$ cat src/barrett_pkg.sv
`default_nettype none

package barrett_pkg;

  // Operand word width.
  localparam int unsigned DATA_LENGTH = 32;

  // Register stages in each multiplier.
  localparam int unsigned NUM_MULS = 3;

  // Two multipliers plus the quotient register.
  localparam int unsigned EST_LATENCY = 2 * NUM_MULS + 1;

  // Estimator plus the finalize register.
  localparam int unsigned TOTAL_LATENCY = EST_LATENCY + 1;

  typedef logic [DATA_LENGTH-1:0]   data_t;
  typedef logic [2*DATA_LENGTH-1:0] prod_t;

endpackage : barrett_pkg

`default_nettype wire

$ cat src/barrett_reduce_top.sv
`timescale 1ns/100ps
`default_nettype none

module barrett_reduce_top (
  input  wire logic               clk_i,
  input  wire logic               rst_ni,
  input  wire logic               start_i,
  input  wire barrett_pkg::data_t x_i,
  input  wire barrett_pkg::data_t m_i,
  input  wire barrett_pkg::data_t m_bl_i,
  input  wire barrett_pkg::data_t mu_i,
  output logic                    valid_o,
  output barrett_pkg::data_t      result_o
);
  import barrett_pkg::*;

  prod_t qm;
  logic  qm_valid; // Checked against valid_dly by the bound assertions.
  data_t x_dly;
  data_t m_dly;
  logic  bypass;
  logic  valid_dly;

  quotient_estimator quotient_estimator_i (
    .clk_i      (clk_i),
    .rst_ni     (rst_ni),
    .start_i    (start_i),
    .x_i        (x_i),
    .mu_i       (mu_i),
    .m_bl_i     (m_bl_i),
    .m_i        (m_i),
    .qm_valid_o (qm_valid),
    .qm_o       (qm)
  );

  operand_delay operand_delay_i (
    .clk_i       (clk_i),
    .rst_ni      (rst_ni),
    .start_i     (start_i),
    .x_i         (x_i),
    .m_i         (m_i),
    .valid_dly_o (valid_dly),
    .bypass_o    (bypass),
    .x_dly_o     (x_dly),
    .m_dly_o     (m_dly)
  );

  reduce_finalize reduce_finalize_i (
    .clk_i    (clk_i),
    .rst_ni   (rst_ni),
    .valid_i  (valid_dly),
    .bypass_i (bypass),
    .x_i      (x_dly),
    .m_i      (m_dly),
    .qm_i     (qm),
    .valid_o  (valid_o),
    .result_o (result_o)
  );

endmodule : barrett_reduce_top

`default_nettype wire

$ cat src/operand_delay.sv
`timescale 1ns/100ps
`default_nettype none

module operand_delay (
  input  wire logic               clk_i,
  input  wire logic               rst_ni,
  input  wire logic               start_i,
  input  wire barrett_pkg::data_t x_i,
  input  wire barrett_pkg::data_t m_i,
  output logic                    valid_dly_o,
  output logic                    bypass_o,
  output barrett_pkg::data_t      x_dly_o,
  output barrett_pkg::data_t      m_dly_o
);
  import barrett_pkg::*;

  data_t                  x_pipe [EST_LATENCY];
  data_t                  m_pipe [EST_LATENCY];
  logic [EST_LATENCY-1:0] bypass_pipe;
  logic [EST_LATENCY-1:0] valid_pipe;

  always_ff @(posedge clk_i) begin
    x_pipe[0] <= x_i;
    m_pipe[0] <= m_i;
    for (int i = 1; i < EST_LATENCY; i++) begin
      x_pipe[i] <= x_pipe[i-1];
      m_pipe[i] <= m_pipe[i-1];
    end
  end

  always_ff @(posedge clk_i or negedge rst_ni) begin
    if (!rst_ni) begin
      bypass_pipe <= '0;
      valid_pipe  <= '0;
    end else begin
      bypass_pipe <= {bypass_pipe[EST_LATENCY-2:0], x_i < m_i}; // Already reduced.
      valid_pipe  <= {valid_pipe[EST_LATENCY-2:0], start_i};
    end
  end

  assign x_dly_o     = x_pipe[EST_LATENCY-1];
  assign m_dly_o     = m_pipe[EST_LATENCY-1];
  assign bypass_o    = bypass_pipe[EST_LATENCY-1];
  assign valid_dly_o = valid_pipe[EST_LATENCY-1];

endmodule : operand_delay

`default_nettype wire

$ cat src/pipe_multiplier.sv
`timescale 1ns/100ps
`default_nettype none

module pipe_multiplier (
  input  wire logic               clk_i,
  input  wire logic               rst_ni,
  input  wire logic               valid_i,
  input  wire barrett_pkg::data_t a_i,
  input  wire barrett_pkg::data_t b_i,
  output logic                    valid_o,
  output barrett_pkg::prod_t      product_o
);
  import barrett_pkg::*;

  prod_t               prod_q [NUM_MULS];
  logic [NUM_MULS-1:0] valid_q;

  // Product is formed in the first stage and then only delayed,
  // leaving room for retiming across the later stages.
  always_ff @(posedge clk_i) begin
    prod_q[0] <= a_i * b_i;
    for (int i = 1; i < NUM_MULS; i++) begin
      prod_q[i] <= prod_q[i-1];
    end
  end

  always_ff @(posedge clk_i or negedge rst_ni) begin
    if (!rst_ni) begin
      valid_q <= '0;
    end else begin
      valid_q <= {valid_q[NUM_MULS-2:0], valid_i}; // Travels beside the product.
    end
  end

  assign product_o = prod_q[NUM_MULS-1];
  assign valid_o   = valid_q[NUM_MULS-1];

endmodule : pipe_multiplier

`default_nettype wire

$ cat src/quotient_estimator.sv
`timescale 1ns/100ps
`default_nettype none

module quotient_estimator (
  input  wire logic               clk_i,
  input  wire logic               rst_ni,
  input  wire logic               start_i,
  input  wire barrett_pkg::data_t x_i,
  input  wire barrett_pkg::data_t mu_i,
  input  wire barrett_pkg::data_t m_bl_i,
  input  wire barrett_pkg::data_t m_i,
  output logic                    qm_valid_o,
  output barrett_pkg::prod_t      qm_o
);
  import barrett_pkg::*;

  data_t m_pipe [NUM_MULS];
  data_t k_pipe [NUM_MULS];
  logic  xmu_valid;
  prod_t xmu_prod;
  prod_t xmu_shifted;
  logic  q_valid;
  data_t q;
  data_t q_m;

  pipe_multiplier mul_xmu (
    .clk_i     (clk_i),
    .rst_ni    (rst_ni),
    .valid_i   (start_i),
    .a_i       (x_i),
    .b_i       (mu_i),
    .valid_o   (xmu_valid),
    .product_o (xmu_prod)
  );

  // Keep m and k in step with the first product.
  always_ff @(posedge clk_i) begin
    m_pipe[0] <= m_i;
    k_pipe[0] <= m_bl_i;
    for (int i = 1; i < NUM_MULS; i++) begin
      m_pipe[i] <= m_pipe[i-1];
      k_pipe[i] <= k_pipe[i-1];
    end
  end

  assign xmu_shifted = xmu_prod >> {k_pipe[NUM_MULS-1], 1'b0}; // Divide by 4^k.

  always_ff @(posedge clk_i or negedge rst_ni) begin
    if (!rst_ni) begin
      q_valid <= 1'b0;
    end else begin
      q_valid <= xmu_valid;
    end
  end

  always_ff @(posedge clk_i) begin
    q   <= xmu_shifted[DATA_LENGTH-1:0]; // Fits since x < 4^k.
    q_m <= m_pipe[NUM_MULS-1];
  end

  pipe_multiplier mul_qm (
    .clk_i     (clk_i),
    .rst_ni    (rst_ni),
    .valid_i   (q_valid),
    .a_i       (q),
    .b_i       (q_m),
    .valid_o   (qm_valid_o),
    .product_o (qm_o)
  );

endmodule : quotient_estimator

`default_nettype wire

$ cat src/reduce_finalize.sv
`timescale 1ns/100ps
`default_nettype none

module reduce_finalize (
  input  wire logic               clk_i,
  input  wire logic               rst_ni,
  input  wire logic               valid_i,
  input  wire logic               bypass_i,
  input  wire barrett_pkg::data_t x_i,
  input  wire barrett_pkg::data_t m_i,
  input  wire barrett_pkg::prod_t qm_i,
  output logic                    valid_o,
  output barrett_pkg::data_t      result_o
);
  import barrett_pkg::*;

  data_t diff;
  data_t corr_1;
  data_t corr_2;
  data_t result_d;

  // The estimate is at most two short, so the remainder is below 3m.
  always_comb begin
    diff     = x_i - qm_i[DATA_LENGTH-1:0]; // q*m never exceeds x.
    corr_1   = (diff >= m_i) ? diff - m_i : diff;
    corr_2   = (corr_1 >= m_i) ? corr_1 - m_i : corr_1;
    result_d = bypass_i ? x_i : corr_2;
  end

  always_ff @(posedge clk_i or negedge rst_ni) begin
    if (!rst_ni) begin
      valid_o  <= 1'b0;
      result_o <= '0;
    end else begin
      valid_o <= valid_i;
      if (valid_i) begin
        result_o <= result_d; // Holds between items.
      end
    end
  end

endmodule : reduce_finalize

`default_nettype wire

$ cat config.mk
export PLATFORM = sky130hd
export DESIGN_NAME = barrett_reduce_top
export DESIGN_NICKNAME = d
export VERILOG_FILES = /design/src/barrett_pkg.sv /design/src/barrett_reduce_top.sv /design/src/operand_delay.sv /design/src/pipe_multiplier.sv /design/src/quotient_estimator.sv /design/src/reduce_finalize.sv
export SDC_FILE = /design/constraint.sdc
export NUM_CORES = 2
export LEC_CHECK = 0
export ABC_AREA = 0
export BUFFER_PORTS_ARGS = -buffer_cell sky130_fd_sc_hd__buf_2
export CAP_MARGIN = 20
export CORE_UTILIZATION = 60
export DETAILED_ROUTE_END_ITERATION = 16
export PLACE_DENSITY_LB_ADDON = 0.08
export SYNTH_ARGS = -nofsm -noshare
export SYNTH_HDL_FRONTEND = slang
export SYNTH_SLANG_ARGS = --single-unit
$ cat constraint.sdc
create_clock -name clk_i -period 20.6 [get_ports clk_i]
set_clock_uncertainty 0.2 [all_clocks]
set_input_delay 4.12 -clock clk_i [delete_from_list [all_inputs] [get_ports clk_i]]
set_output_delay 4.12 -clock clk_i [all_outputs]
set_load 0.01 [all_outputs]
# Word-level counts from Yosys, hierarchy flattened
# Memory sizes are Yosys's and may differ from the RTL's. A register that Yosys moved wholly into a read port is not among the register bits.
# Index checks and enable logic that the tools add are counted.
[word_totals]
regBits = 79
latch_bits = 0
ramBits = 1024
romBits = 0
in_bits = 131
out_inout_bits = 33
word_cells = 23
n_memories = 6
[classes]
addsub = 3
mul = 2
n_div = 0
magnitude_cmp = 3
eq_ne = 0
n_shift = 1
n_mux = 3
bitwise_logic = 0
reduce_logical = 0
[mem_list]
columns = ["memory", "depth", "word_bits", "read_ports", "rd_clocked_by_memory_dff", "wr", "line_no", "rtl"]
rows = [
  ["operand_delay_i.m_pipe", 7, 32, 7, 0, 7, "operand_delay.sv:18", "data_t m_pipe [EST_LATENCY];"],
  ["operand_delay_i.x_pipe", 7, 32, 7, 0, 7, "operand_delay.sv:17", "data_t x_pipe [EST_LATENCY];"],
  ["quotient_estimator_i.mul_qm.prod_q", 3, 64, 3, 0, 3, "pipe_multiplier.sv:15", "prod_t prod_q [NUM_MULS];"],
  ["quotient_estimator_i.mul_xmu.prod_q", 3, 64, 3, 0, 3, "pipe_multiplier.sv:15", ""],
  ["quotient_estimator_i.k_pipe", 3, 32, 3, 0, 3, "quotient_estimator.sv:18", "data_t k_pipe [NUM_MULS];"],
  ["quotient_estimator_i.m_pipe", 3, 32, 3, 1, 3, "quotient_estimator.sv:17", "data_t m_pipe [NUM_MULS];"],
]
[ops]
columns = ["operator", "count"]
rows = [
  ["$mul A32 B32 Y64", 2],
  ["$mux W32", 3],
  ["$sub A32 B32 Y32", 3],
  ["$ge A32 B32 Y1", 2],
  ["$shr A64 B33 Y32", 1],
  ["$lt A32 B32 Y1", 1],
]

# Longest topological paths before layout
[depth]
word_depth = 6
depth_mapped = 35
ltp_nobuf = 32

# Cells and area by module
# Synthesis repeated with hierarchy kept, for this count alone.
[unflattened]
hier_cells = 10247
hier_area_um2 = 101915.2
[by_module_without_submodules]
columns = ["mod", "n_inst", "cells_each", "area_per_inst_um2", "seq_area_each_um2"]
rows = [
  ["pipe_multiplier at quotient_estimator_i.mul_qm", 1, 3966, 37828.8, 3918.8],
  ["pipe_multiplier at quotient_estimator_i.mul_xmu", 1, 3936, 37627.3, 3918.8],
  ["operand_delay", 1, 572, 10117.2, 9318.9],
  ["quotient_estimator", 1, 684, 8664.6, 5149.9],
  ["reduce_finalize", 1, 1089, 7677.4, 825.8],
]

# Least setup slack after synthesis
# OpenSTA, ideal clock, no wires.
[synth_path]
path_type = "in2reg"
startpoint = "input port x_i[16]"
endpoint = "memory quotient_estimator_i.mul_xmu.prod_q[0][62] (netlist bit)"
setup_time_ps = 72
arrival_time_ps = 10920
required_ps = 20328
setup_slack_ps = 9408
path_stages = 26
path_cell_list = "clkbuf_1 > nand2_1 > fa_1 > inv_1 > fa_1 > inv_1 > fa_1 > fa_1 > inv_1 > fa_1 > inv_1 > fa_1 > inv_1 > fa_1 > fa_1 > ha_1 > a21o_1 > o21bai_1 > nor2b_1 > a2111oi_2 > nor4b_4 > o21ai_2 > a221o_1 > o31a_1 > a311oi_2 > xnor2_1"
[synth_rtl]
columns = ["item", "line_no", "rtl"]
rows = [
  ["start: declaration", "barrett_reduce_top.sv:8", "input wire barrett_pkg::data_t x_i,"],
  ["end: declaration", "pipe_multiplier.sv:15", ""],
]

==> out/metrics.cfg <==
[timing]
grt_setup_unrepaired=no
slew_violations=0
post-route-min-period_ps=11570
relSlewSlack_pct=25.4
hold_violations=0
setup_viol=0
worstMarginPinSlew_ps=1120
worst_slack_ps=9030
fin_setup_tns_ps=0
fmax_ghz=0.0864
min_period_over_period_pct=56.2

[routing]
drtPass1Iterations=6
num_vias=53686
dr.first_iter.drc_count=3568
drt-total-wl_um=208000
wl_per_cell_um=21.6
viasPerCell=5.58
m1WireLength_um=80800
drc=0
met3_length_um=11900
maxUsedRoutingLayer=met5
wl_met2_um=104000
detail-route-antenna-nets=0

[critical_path]
path_cells=buf_2, nand2_1, fa_1, inv_1, fa_1, inv_1, fa_1, fa_1, inv_1, fa_1, fa_1, fa_1, fa_1, ha_1, o21a_1, o21bai_1, nor4b_1, a211oi_2, a211oi_1, nor3_2, o31ai_1, or2_2, o311ai_1
cpMostUsedCell=fa_1
critical-path-max-stage-delay_ps=730
cp.required_ps=21000
cp.arrival_ps=11970
crit_fanout=34
r2r_setup_slack_ps=11440
path_buf_inv=4
cp_top_family=adder cells
cp-start-kind=input pin
endpoint_kind=flip-flop
critPathKind=in -> reg
cpMaxStageDelayCell=buf_2

[finish]
final-seq-area_mm2=0.0185
syn_to_final_growth_pct=6.56
nets=9825
drive_gt1_share_pct=5.69
fillers=10668
multiInputGateArea_mm2=0.0515

[clock_network]
cts_buffers=89
cts_buffer_depth=3
clkTransAtPathRegs_ps=70
clock-root-buffer=clkbuf_16
clkLatencyLatePin_ps=690
cts_resized=0
cts_max_level=3
cts.sinks=911
holdBufCountCts=0
postCtsSetupRepairBufs=0
cts_tree=done

[die]
dieArea_mm2=0.130
top_level_ports=164
core_area_mm2=0.128
rows=131
start_util_pct=60.4
fp.dieW_um=360
die_y_um=360

[synth]
yosys-top-cells-count=inv_1, fa_1, nand2_1
ys_seq_area_share_pct=24.0
synth_area_mm2=0.0770
synth_area_leaders=fa_1, dfxtp_1, ha_1
netlist_instances=7946
synth-main-ff-cell=dfxtp_1
synth_edf_count=0
avgSynthCellArea_um2=9.69
ys.warnings.count=0
yosys.area.top_type=fa_1
synth_fp_nets=9896
yosysTopAreaCellShare_pct=34.0
ys_async_sr_fraction_pct=5.16
yosysMostFrequentCell=inv_1
ys_ff_latch=911
ys_types=82

[global_route]
grt_max_degree=70
grt_pass1_wl_um=327000
grt_pass1_vias=57465
grt.overflow.total=0
antenna_found_initial=16
grt_usage_pct=33.0

[placement]
hpwl_um=158000
io_buffer_count=163
dp_slack_ps=8350
routabilityCongestion=0.955

[min_path]
min_path_type=reg -> reg

[run]
maxCapViolations=0

[status]
status=complete, no violations

## placed cells by master, fill, tap and decap left out, drive strengths merged, types with 8 or more instances in the layout
master | Yosys | routed
mux2i | 80 | 80
nand2b | 31 | 31
a21o | 91 | 91
clkinv | 2 | 25
dfxtp | 864 | 864
nand3 | 50 | 50
o22ai | 8 | 8
xnor2 | 167 | 167
o21bai | 29 | 29
xor2 | 65 | 65
and2 | 663 | 663
nand4 | 32 | 32
o211ai | 16 | 16
buf | 15 | 216
clkbuf | 363 | 116
ha | 512 | 512
o31ai | 9 | 9
mux2 | 50 | 50
fa | 1307 | 1307
o221ai | 11 | 11
a31oi | 38 | 38
and3 | 35 | 35
o21ai | 167 | 167
nor4 | 13 | 13
nand2 | 1077 | 1077
nor2 | 193 | 193
dfrtp | 47 | 47
a211oi | 35 | 35
o21a | 29 | 29
or3 | 8 | 8
nor3 | 53 | 53
a21oi | 238 | 238
nor2b | 36 | 36
inv | 1493 | 1503
bufinv | 0 | 10
## layer usage
layer  vias up  global-route usage, %
met5         -                      0
met4        12                   15.3
met3       528                   4.09
met2      1972                   57.5
met1     27189                   40.9
li1      23985                      -
## registers in the layout (all words and copies together) (netlist names)
name	count
operand_delay_i.x_pipe	224
quotient_estimator_i.mul_xmu.prod_q	192
operand_delay_i.m_pipe	160
quotient_estimator_i.k_pipe	96
quotient_estimator_i.mul_qm.prod_q	96
quotient_estimator_i.m_pipe	32
quotient_estimator_i.q	32
quotient_estimator_i.q_m	32
reduce_finalize_i.result_o	32
operand_delay_i.bypass_pipe	7
operand_delay_i.valid_pipe	7
reduce_finalize_i.valid_o	1
## final timing paths
check | cells after the start | start | end
max | 23 | x_i[17] | quotient_estimator_i.mul_xmu.prod_q[0][61]
min | 0 | operand_delay_i.m_pipe[4][3] | operand_delay_i.m_pipe[5][3]
max reg2reg | 31 | operand_delay_i.x_pipe[6][0] | reduce_finalize_i.result_o[23]
min reg2reg | 0 | operand_delay_i.m_pipe[4][3] | operand_delay_i.m_pipe[5][3]
max in group asynchronous | 2 | rst_ni | operand_delay_i.valid_pipe[6]
min in group asynchronous | 1 | rst_ni | reduce_finalize_i.result_o[9]
## cells by family after synthesis
family                     synth area share (%)
xor gates and xnor gates                   2.64
adders and majority gates                  42.3
muxes                                      1.92
AOI/OAI and AO/OA                          6.29
buffers and inverters                      9.14
and+or+nand+nor                            13.8
DFF                                        24.0
## per-stage QoR
| stage | hold slack [ps] | instance area, µm² | utilization, % | cells |
|---|---|---|---|---|
| 2_1_floorplan | 110 | 77000 | - | 7946 |
| 3_3_place_gp | 110 | 78900 | 61.9 | 9444 |
| 3_5_place_dp | 112 | 78900 | 61.9 | 9444 |
| 4_1_cts | 88.4 | 82000 | 64.3 | 9609 |
| 5_1_grt | 94.7 | 82100 | 64.4 | 9611 |
| 6_report | 93.1 | 82100 | 64.4 | 9614 |
## cell type report
cell class	instances	share of cell area, %
diodes	3	0.00915
flip-flops and latches	911	22.5
clock buffers	116	2.97
inverters	1495	6.84
well taps	1662	2.53
multi-input cells	5162	62.8
repair buffers	216	1.51
clock inverters	49	0.847
Power is not shown: default switching activity piles up to over one toggle a cycle in this logic, so the estimate is an artifact.
